`src/design/hdr_proc_defines.svh`:
```
`ifndef HDR_PROC_DEFINES_SVH
`define HDR_PROC_DEFINES_SVH

// ========================================
// stream geometry
// ========================================

// bytes per stream word.
`define HDR_DATA_BYTES 4

// largest prefix, in whole words.
`define HDR_PREFIX_WORDS 4

// ========================================
// buffering and counters
// ========================================

// packet buffer depth in words, a power of two.
`define HDR_FIFO_DEPTH 16

// truncation length and drop counter widths.
`define HDR_LEN_WID 16
`define HDR_CNT_WID 16

`endif

```
`src/design/hdr_proc_pkg.sv`:
```
`include "hdr_proc_defines.svh"

package hdr_proc_pkg;

   // one stream word; byte 0 of the word sits in the top lane, tdata[31:24].
   typedef logic [`HDR_DATA_BYTES-1:0][7:0] data_word_t;

   // keep bit i marks byte i of the word, contiguous from bit 0.
   typedef logic [`HDR_DATA_BYTES-1:0] keep_t;

   // mark keeps an empty last word, whole removes the packet.
   typedef enum logic {DROP_MARK, DROP_WHOLE} drop_mode_e;

   typedef enum logic [1:0] {DROP_IDLE, DROP_PASS, DROP_DISCARD} drop_state_e;
   typedef enum logic {PFX_HEAD, PFX_BODY} prefix_state_e;
   typedef enum logic {TRUNC_KEEP, TRUNC_DISCARD} trunc_state_e;

   // prefix words, entry 0 goes out first.
   typedef data_word_t [`HDR_PREFIX_WORDS-1:0] prefix_t;

endpackage

```
`src/design/hdr_drop_filter.sv`:
```
`timescale 1ns/1ps
`include "hdr_proc_defines.svh"

module hdr_drop_filter (
   input  logic                         axi4s_in,
   input  logic                         arst_n,
   // input stream.
   input  logic                         s_tvalid,
   input  hdr_proc_pkg::data_word_t     s_tdata,
   input  hdr_proc_pkg::keep_t          s_tkeep,
   input  logic                         s_tlast,
   output logic                         s_tready,
   // drop configuration.
   input  logic                         drop_en,
   input  hdr_proc_pkg::drop_mode_e     drop_mode,
   input  hdr_proc_pkg::data_word_t     drop_pattern,
   // filtered stream.
   output logic                         flt_tvalid,
   output hdr_proc_pkg::data_word_t     flt_tdata,
   output hdr_proc_pkg::keep_t          flt_tkeep,
   output logic                         flt_tlast,
   input  logic                         flt_tready,
   output logic [`HDR_CNT_WID-1:0]      drop_count
);

   hdr_proc_pkg::drop_state_e state;
   logic                      match;
   logic                      discard;

   // only the first word of a packet is compared.
   assign match = (state == hdr_proc_pkg::DROP_IDLE) && drop_en && (s_tdata == drop_pattern);

   // words swallowed here, never seen downstream.
   assign discard = (state == hdr_proc_pkg::DROP_DISCARD) ||
                    (match && (drop_mode == hdr_proc_pkg::DROP_WHOLE));

   assign flt_tvalid = s_tvalid && !discard;
   assign flt_tdata  = s_tdata;
   assign flt_tkeep  = match ? '0 : s_tkeep;
   assign flt_tlast  = match ? 1'b1 : s_tlast;
   assign s_tready   = discard || flt_tready;

   // packet position; a match without last starts discarding.
   always_ff @(posedge axi4s_in or negedge arst_n) begin
      if (!arst_n) begin
         state <= hdr_proc_pkg::DROP_IDLE;
      end else if (s_tvalid && s_tready) begin
         if (s_tlast) state <= hdr_proc_pkg::DROP_IDLE;
         else if (match) state <= hdr_proc_pkg::DROP_DISCARD;
         else if (state == hdr_proc_pkg::DROP_IDLE) state <= hdr_proc_pkg::DROP_PASS;
      end
   end

   // one count per matched packet, held at all ones.
   always_ff @(posedge axi4s_in or negedge arst_n) begin
      if (!arst_n) begin
         drop_count <= '0;
      end else if (s_tvalid && s_tready && match && (drop_count != '1)) begin
         drop_count <= drop_count + 1'b1;
      end
   end

endmodule

```
`src/design/hdr_pkt_fifo.sv`:
```
`timescale 1ns/1ps
`include "hdr_proc_defines.svh"

module hdr_pkt_fifo (
   input  logic                      axi4s_in,
   input  logic                      arst_n,
   // write side.
   input  logic                      trc_tvalid,
   input  hdr_proc_pkg::data_word_t  trc_tdata,
   input  hdr_proc_pkg::keep_t       trc_tkeep,
   input  logic                      trc_tlast,
   output logic                      trc_tready,
   // read side.
   output logic                      m_tvalid,
   output hdr_proc_pkg::data_word_t  m_tdata,
   output hdr_proc_pkg::keep_t       m_tkeep,
   output logic                      m_tlast,
   input  logic                      m_tready
);

   localparam int DEPTH = `HDR_FIFO_DEPTH;
   localparam int AW    = $clog2(DEPTH);

   // ========================================
   // storage
   // ========================================
   hdr_proc_pkg::data_word_t data_mem [DEPTH];
   hdr_proc_pkg::keep_t      keep_mem [DEPTH];
   logic [DEPTH-1:0]         last_mem;

   // pointers carry one extra wrap bit.
   logic [AW:0] wr_ptr;
   logic [AW:0] rd_ptr;
   logic        full;
   logic        empty;
   logic        wr_en;
   logic        rd_en;

   assign empty = (wr_ptr == rd_ptr);
   assign full  = (wr_ptr[AW] != rd_ptr[AW]) && (wr_ptr[AW-1:0] == rd_ptr[AW-1:0]);
   assign wr_en = trc_tvalid && trc_tready;
   assign rd_en = m_tvalid && m_tready;

   always_ff @(posedge axi4s_in) begin
      if (wr_en) begin
         data_mem[wr_ptr[AW-1:0]] <= trc_tdata;
         keep_mem[wr_ptr[AW-1:0]] <= trc_tkeep;
         last_mem[wr_ptr[AW-1:0]] <= trc_tlast;
      end
   end

   always_ff @(posedge axi4s_in or negedge arst_n) begin
      if (!arst_n) begin
         wr_ptr <= '0;
         rd_ptr <= '0;
      end else begin
         if (wr_en) wr_ptr <= wr_ptr + 1'b1;
         if (rd_en) rd_ptr <= rd_ptr + 1'b1;
      end
   end

   // head entry read straight from storage, steady until popped.
   assign trc_tready = !full;
   assign m_tvalid   = !empty;
   assign m_tdata    = data_mem[rd_ptr[AW-1:0]];
   assign m_tkeep    = keep_mem[rd_ptr[AW-1:0]];
   assign m_tlast    = last_mem[rd_ptr[AW-1:0]];

endmodule

```
`src/design/hdr_prefix_insert.sv`:
```
`timescale 1ns/1ps
`include "hdr_proc_defines.svh"

module hdr_prefix_insert (
   input  logic                      axi4s_in,
   input  logic                      arst_n,
   // filtered stream in.
   input  logic                      flt_tvalid,
   input  hdr_proc_pkg::data_word_t  flt_tdata,
   input  hdr_proc_pkg::keep_t       flt_tkeep,
   input  logic                      flt_tlast,
   output logic                      flt_tready,
   // prefix configuration, zero to four words.
   input  hdr_proc_pkg::prefix_t     prefix,
   input  logic [2:0]                prefix_words,
   // prefixed stream out.
   output logic                      pfx_tvalid,
   output hdr_proc_pkg::data_word_t  pfx_tdata,
   output hdr_proc_pkg::keep_t       pfx_tkeep,
   output logic                      pfx_tlast,
   input  logic                      pfx_tready
);

   localparam int PFX_IDX_WID = $clog2(`HDR_PREFIX_WORDS);

   // ========================================
   // input register stage
   // ========================================
   logic                     hold_valid;
   hdr_proc_pkg::data_word_t hold_tdata;
   hdr_proc_pkg::keep_t      hold_tkeep;
   logic                     hold_tlast;
   logic                     add_prefix;

   // refill when empty or when the held word leaves this cycle.
   assign flt_tready = !hold_valid || (pfx_tready && !add_prefix);

   always_ff @(posedge axi4s_in or negedge arst_n) begin
      if (!arst_n) hold_valid <= 1'b0;
      else if (flt_tready) hold_valid <= flt_tvalid;
   end

   always_ff @(posedge axi4s_in) begin
      if (flt_tvalid && flt_tready) begin
         hold_tdata <= flt_tdata;
         hold_tkeep <= flt_tkeep;
         hold_tlast <= flt_tlast;
      end
   end

   // ========================================
   // prefix insertion
   // ========================================
   hdr_proc_pkg::prefix_state_e state;
   logic [2:0]                  idx;

   // prefix goes out only while the first word waits in the register.
   assign add_prefix = (state == hdr_proc_pkg::PFX_HEAD) && (idx < prefix_words);

   assign pfx_tvalid = hold_valid;
   assign pfx_tdata  = add_prefix ? prefix[idx[PFX_IDX_WID-1:0]] : hold_tdata;
   assign pfx_tkeep  = add_prefix ? '1 : hold_tkeep;
   assign pfx_tlast  = add_prefix ? 1'b0 : hold_tlast;

   always_ff @(posedge axi4s_in or negedge arst_n) begin
      if (!arst_n) begin
         state <= hdr_proc_pkg::PFX_HEAD;
         idx   <= '0;
      end else if (pfx_tvalid && pfx_tready) begin
         if (add_prefix) begin
            idx <= idx + 3'd1;
         end else if (hold_tlast) begin
            state <= hdr_proc_pkg::PFX_HEAD;
            idx   <= '0;
         end else begin
            state <= hdr_proc_pkg::PFX_BODY;
         end
      end
   end

endmodule

```
`src/design/hdr_proc_top.sv`:
```
`timescale 1ns/1ps
`include "hdr_proc_defines.svh"

module hdr_proc_top (
   input  logic                      axi4s_in,
   input  logic                      arst_n,
   // input stream.
   input  logic                      s_tvalid,
   input  hdr_proc_pkg::data_word_t  s_tdata,
   input  hdr_proc_pkg::keep_t       s_tkeep,
   input  logic                      s_tlast,
   output logic                      s_tready,
   // output stream.
   output logic                      m_tvalid,
   output hdr_proc_pkg::data_word_t  m_tdata,
   output hdr_proc_pkg::keep_t       m_tkeep,
   output logic                      m_tlast,
   input  logic                      m_tready,
   // configuration, steady while packets are in flight.
   input  logic                      drop_en,
   input  hdr_proc_pkg::drop_mode_e  drop_mode,
   input  hdr_proc_pkg::data_word_t  drop_pattern,
   input  hdr_proc_pkg::prefix_t     prefix,
   input  logic [2:0]                prefix_words,
   input  logic [`HDR_LEN_WID-1:0]   trunc_len,
   // status.
   output logic [`HDR_CNT_WID-1:0]   drop_count
);

   // links between stages; names match the stage ports.
   logic flt_tvalid, flt_tlast, flt_tready;
   logic pfx_tvalid, pfx_tlast, pfx_tready;
   logic trc_tvalid, trc_tlast, trc_tready;
   hdr_proc_pkg::data_word_t flt_tdata, pfx_tdata, trc_tdata;
   hdr_proc_pkg::keep_t      flt_tkeep, pfx_tkeep, trc_tkeep;

   // drop, then prefix, then cut, then buffer.
   hdr_drop_filter u_drop_filter (.*);

   hdr_prefix_insert u_prefix_insert (.*);

   hdr_trunc u_trunc (.*);

   hdr_pkt_fifo u_pkt_fifo (.*);

endmodule

```
`src/design/hdr_trunc.sv`:
```
`timescale 1ns/1ps
`include "hdr_proc_defines.svh"

module hdr_trunc (
   input  logic                      axi4s_in,
   input  logic                      arst_n,
   // prefixed stream in.
   input  logic                      pfx_tvalid,
   input  hdr_proc_pkg::data_word_t  pfx_tdata,
   input  hdr_proc_pkg::keep_t       pfx_tkeep,
   input  logic                      pfx_tlast,
   output logic                      pfx_tready,
   // packet length limit in bytes, never zero.
   input  logic [`HDR_LEN_WID-1:0]   trunc_len,
   // truncated stream out.
   output logic                      trc_tvalid,
   output hdr_proc_pkg::data_word_t  trc_tdata,
   output hdr_proc_pkg::keep_t       trc_tkeep,
   output logic                      trc_tlast,
   input  logic                      trc_tready
);

   localparam int LEN_WID = `HDR_LEN_WID;

   hdr_proc_pkg::trunc_state_e state;
   logic [LEN_WID-1:0]         byte_cnt;
   logic [LEN_WID-1:0]         word_bytes;
   logic [LEN_WID-1:0]         remaining;
   logic                       reach;
   hdr_proc_pkg::keep_t        cut_keep;

   // bytes in this word and bytes still allowed; byte_cnt stays below trunc_len.
   always_comb begin
      word_bytes = '0;
      for (int i = 0; i < `HDR_DATA_BYTES; i++) begin
         word_bytes = word_bytes + LEN_WID'(pfx_tkeep[i]);
         cut_keep[i] = LEN_WID'(i) < remaining;
      end
   end

   assign remaining = trunc_len - byte_cnt;
   assign reach     = word_bytes >= remaining;

   assign trc_tvalid = pfx_tvalid && (state == hdr_proc_pkg::TRUNC_KEEP);
   assign trc_tdata  = pfx_tdata;
   assign trc_tkeep  = reach ? cut_keep : pfx_tkeep;
   assign trc_tlast  = pfx_tlast || reach;
   assign pfx_tready = (state == hdr_proc_pkg::TRUNC_DISCARD) || trc_tready;

   // the limit word closes the packet; the tail is swallowed until last.
   always_ff @(posedge axi4s_in or negedge arst_n) begin
      if (!arst_n) begin
         state    <= hdr_proc_pkg::TRUNC_KEEP;
         byte_cnt <= '0;
      end else if (pfx_tvalid && pfx_tready) begin
         if (pfx_tlast) begin
            state    <= hdr_proc_pkg::TRUNC_KEEP;
            byte_cnt <= '0;
         end else if ((state == hdr_proc_pkg::TRUNC_KEEP) && reach) begin
            state    <= hdr_proc_pkg::TRUNC_DISCARD;
            byte_cnt <= '0;
         end else if (state == hdr_proc_pkg::TRUNC_KEEP) begin
            byte_cnt <= byte_cnt + word_bytes;
         end
      end
   end

endmodule

```
`config.mk`:
```
export PLATFORM = sky130hd
export DESIGN_NAME = hdr_proc_top
export DESIGN_NICKNAME = d
export VERILOG_FILES = /design/src/design/hdr_proc_pkg.sv /design/src/design/hdr_drop_filter.sv /design/src/design/hdr_pkt_fifo.sv /design/src/design/hdr_prefix_insert.sv /design/src/design/hdr_proc_top.sv /design/src/design/hdr_trunc.sv
export VERILOG_INCLUDE_DIRS = /design/src /design/src/design
export SDC_FILE = /design/constraint.sdc
export NUM_CORES = 1
export LEC_CHECK = 0
export BUFFER_PORTS_ARGS = -buffer_cell sky130_fd_sc_hd__buf_2
export CAP_MARGIN = 20
export CORE_ASPECT_RATIO = 0.75
export CORE_MARGIN = 1
export CORE_UTILIZATION = 45
export DETAILED_ROUTE_END_ITERATION = 10
export PLACE_DENSITY_LB_ADDON = 0.08
export SLEW_MARGIN = 20
export SYNTH_ARGS = -nofsm -noshare
export SYNTH_HDL_FRONTEND = slang
export SYNTH_HIERARCHICAL = 1
export SYNTH_SLANG_ARGS = --single-unit
```
`constraint.sdc`:
```
create_clock -name axi4s_in -period 9 [get_ports axi4s_in]
set_clock_uncertainty 0.1 [all_clocks]
set_input_delay 0 -clock axi4s_in [delete_from_list [all_inputs] [get_ports axi4s_in]]
set_output_delay 0 -clock axi4s_in [all_outputs]
set_load 0.005 [all_outputs]
```
==> impl_metrics.py <==
metrics = {
    "setup_path": {
        "crit_fanout": 43,
        "critPathLaunchType": "flop",
        "path_class": "reg2reg",
        "rr_worst_depth": 16,
        "r2r-start": "u_prefix_insert/idx[1]$_DFFE_PN0P_",
        "worstPathRequired_ns": 9.19,
        "crit_arrival_ns": 5.74,
        "cp-end-kind": "flop",
        "endpoint": "u_pkt_fifo/keep_mem[13][3]$_DFFE_PP_",
        "worstReg2RegEnd": "u_pkt_fifo/keep_mem[13][3]$_DFFE_PP_",
        "cp-startpoint": "u_prefix_insert/idx[1]$_DFFE_PN0P_",
        "rrSetupSlack_ns": 3.45,
    },
    "synthesis": {
        "yosysTopAreaCell": "edfxtp_1",
        "ys_seq_elements": 679,
        "synthDistinctLibCells": 76,
        "synth_top_area_share_pct": 63.0,
        "syn_area_sq_um": 30000,
        "ys_top_cells_by_area": "edfxtp_1 (63%), mux4_2 (8.0%), mux2i_1 (5.0%), dfrtp_1 (4.2%), a221oi_1 (2.2%)",
        "yosys_warnings": 6,
        "yosysMostFrequentCell": "edfxtp_1",
        "synth.avg_cell_area_sq_um": 16.9,
        "ys.flop_type": "edfxtp_1",
        "async_flop_share_pct": 7.36,
        "synth_fp_nets": 2027,
        "synthTopCellsByCount": "edfxtp_1 (629), mux2i_1 (149), mux4_2 (106)",
        "synth_cells": 1769,
        "synth_edf_count": 629,
        "seq_area_frac_synth_pct": 67.2,
    },
    "routing": {
        "drtPass1Iterations": 5,
        "vias": 16800,
        "drt_iter0_drc": 1146,
        "ant_nets": 0,
        "viasPerCell": 5.70,
        "wire_per_inst_microns": 25.2,
        "drc": 0,
        "finalWirelength_microns": 74400,
    },
    "timing": {
        "fmax_ghz": 0.180,
        "tightest_slew_ns": 1.13,
        "relSlewSlack_pct": 24.6,
        "period_minus_slack_ns": 5.55,
        "hold_ws_ns": 0.0455,
        "setup_tns_ns": 0,
        "setup_ws_ns": 3.45,
        "fin_crit_sh_pct": 61.7,
        "rsz0062_at_grt": "no",
        "hold_viol": 0,
        "maxSlewViolCount": 0,
        "setup_violations": 0,
    },
    "place": {
        "portBuffers": 276,
        "place_area_sq_um": 31700,
        "place_ws_ns": 2.82,
        "place_congestion": 0.853,
        "dp_hpwl_microns": 42400,
    },
    "layout": {
        "nFillCells": 5349,
        "drive_gt1_share_pct": 28.3,
        "fin_nets": 2291,
        "finish.instance_area_sq_um": 34300,
        "area_growth_pct": 14.5,
    },
    "cts": {
        "cts.htree.levels": 3,
        "cts-root-buf": "clkbuf_16",
        "clockBufferDepth": 3,
        "tritoncts": "done",
        "worst_skew_pair.late_latency_ns": 0.60,
        "cts_made_buffers": 68,
        "clkTransAtPathRegs_ns": 0.07,
        "postCtsSetupBuffers": 0,
        "cts_sinks": 679,
    },
    "die": {
        "num_rows": 81,
        "initial_utilization_pct": 45.7,
        "die-area_sq_um": 67700,
        "die_h_microns": 226,
        "coreArea_sq_um": 65600,
        "io_pins": 277,
        "fp.dieW_microns": 300,
    },
    "pwr": {
        "ir_drop_uv": 172,
        "leakage_nw": 12.2,
        "seqPwrFrac_pct": 41.1,
        "p_sw_mw": 4.06,
        "combPwrFrac_pct": 35.8,
        "switching_share_pct": 34.3,
        "powerDensity_nw_per_um2": 344,
        "p_int_mw": 7.77,
        "p_clk_share_pct": 23.1,
    },
    "grt": {
        "grt_pass1_wl_microns": 111000,
        "grt_max_degree": 76,
        "antenna_found_initial": 0,
        "grtUsageTotal_pct": 22.5,
        "grt_pass1_vias": 17200,
        "grt_overflow": 0,
    },
    "run": {
        "maxCapViolCount": 0,
    },
    "run_status": {
        "status": "finished clean",
    },
    "min_path": {
        "holdCritPathClass": "in2reg",
    },
}
[state kept, by name, indices dropped and copies added (netlist names), 2 cells and up]
name                        count
u_prefix_insert/idx             3
u_drop_filter/state             2
u_prefix_insert/hold_tdata     32
u_drop_filter/drop_count       16
u_pkt_fifo/rd_ptr               5
u_prefix_insert/hold_tkeep      4
u_pkt_fifo/keep_mem            64
u_trunc/byte_cnt               16
u_pkt_fifo/last_mem            16
u_pkt_fifo/data_mem           512
u_pkt_fifo/wr_ptr               5
[logic make-up after synthesis]
kind of cell / count (synthesis) / share of synthesized area, %
compound gates: 263 / 6.44
xor+xnor: 77 / 2.25
fa+ha+maj: 36 / 1.58
buf+inv: 199 / 4.08
flops: 679 / 67.2
mux: 297 / 14.6
simple gates: 218 / 3.93
[power groups by stage]
stage                     Clock (mW)  Sequential [mW]  Combinational [mW]
after floorplan                    0             4.74                3.11
after global placement             0             4.92                4.19
after detailed placement           0             4.94                4.26
after CTS                       2.79             4.88                4.29
after global routing            2.92             4.93                4.62
final                           2.73             4.87                4.23
[through the flow]
| step | instances | power, mW | util (%) |
|---|---|---|---|
| final | 2951 | 11.8 | 52.3 |
| after floorplan | 1769 | 7.85 | - |
| after CTS | 2948 | 12.0 | 52.2 |
| after global placement | 2786 | 9.11 | 48.3 |
| after global routing | 2950 | 12.5 | 52.3 |
| after detailed placement | 2786 | 9.20 | 48.3 |
[routing by layer]
layer | GRT usage (%) | routed length, microns | vias to the layer above
li1 | - | - | 7564
met4 | 5.86 | 1580 | 0
met3 | 3.08 | 3440 | 113
met1 | 31.0 | 33000 | 8711
met2 | 37.5 | 36300 | 421
met5 | 0 | 0 | -
[worst max-delay path, stage by stage, from the launching register on]
cell       delay, ns
dfrtp_1         0.36
buf_4           0.27
ha_1            0.33
nand2_1         0.08
o21ai_4         0.13
buf_4           0.48
nand2b_1        0.20
fa_1            0.49
ha_1            0.19
ha_1            0.34
ha_1            0.29
nand3_1         0.08
a22oi_1         0.18
o311a_2         0.25
o2111ai_4       0.14
nor4_4          0.62
mux2i_2         0.70
[layout make-up]
cell class              instances  area, sq um  area share (%)
repair buffers                349         2080            6.07
well taps                     871         1090            3.18
multi-input cells             891         8720            25.4
clock inverters                28          269           0.784
clock buffers                  88         1840            5.36
diodes                          1         2.50         0.00729
flip-flops and latches        679        20200            58.7
inverters                      44          165           0.481
[cell usage in the layout, fill, tap and decap left out, types with 10 or more instances in the layout]
| cell | netlist | routed |
|---|---|---|
| nand4_1 | 18 | 18 |
| buf_4 | 71 | 25 |
| edfxtp_1 | 629 | 629 |
| nor2_1 | 17 | 17 |
| mux4_2 | 106 | 106 |
| buf_2 | 37 | 276 |
| o21ai_0 | 48 | 48 |
| a221oi_1 | 75 | 75 |
| nor2b_1 | 16 | 12 |
| mux2i_1 | 149 | 148 |
| xor2_1 | 10 | 10 |
| clkbuf_1 | 25 | 17 |
| o211ai_1 | 11 | 11 |
| clkinv_1 | 0 | 10 |
| clkbuf_16 | 0 | 71 |
| nand3_1 | 25 | 25 |
| dfrtp_1 | 50 | 45 |
| dlygate4sd3_1 | 0 | 46 |
| nand2b_1 | 11 | 11 |
| a21oi_1 | 31 | 31 |
| ha_1 | 33 | 33 |
| inv_1 | 43 | 42 |
| nand2_1 | 64 | 64 |
| xnor2_1 | 67 | 67 |
| and3_1 | 23 | 11 |
| a22oi_1 | 38 | 38 |
| mux2_2 | 38 | 38 |
[how the worst min path moves through the flow]
| stage | start | cells past startpoint | to |
|---|---|---|---|
| after floorplan | arst_n | 0 | u_drop_filter/drop_count[0]$_DFFE_PN0P_ |
| after global placement | arst_n | 2 | u_drop_filter/drop_count[1]$_DFFE_PN0P_ |
| after detailed placement | arst_n | 2 | u_drop_filter/drop_count[0]$_DFFE_PN0P_ |
| after CTS | s_tdata[23] | 2 | u_prefix_insert/hold_tdata[23]$_DFFE_PP_ |
| after global routing | s_tdata[6] | 2 | u_prefix_insert/hold_tdata[6]$_DFFE_PP_ |
| final | s_tdata[6] | 2 | u_prefix_insert/hold_tdata[6]$_DFFE_PP_ |
[what timing repair did]
| item | 4_1_cts | 5_1_grt |
|---|---|---|
| resized for setup | 0 | 0 |
| hold buffers | 46 | 0 |
| hold endpoints to repair | 138 | 0 |
Power figures use the tool's default switching activity.
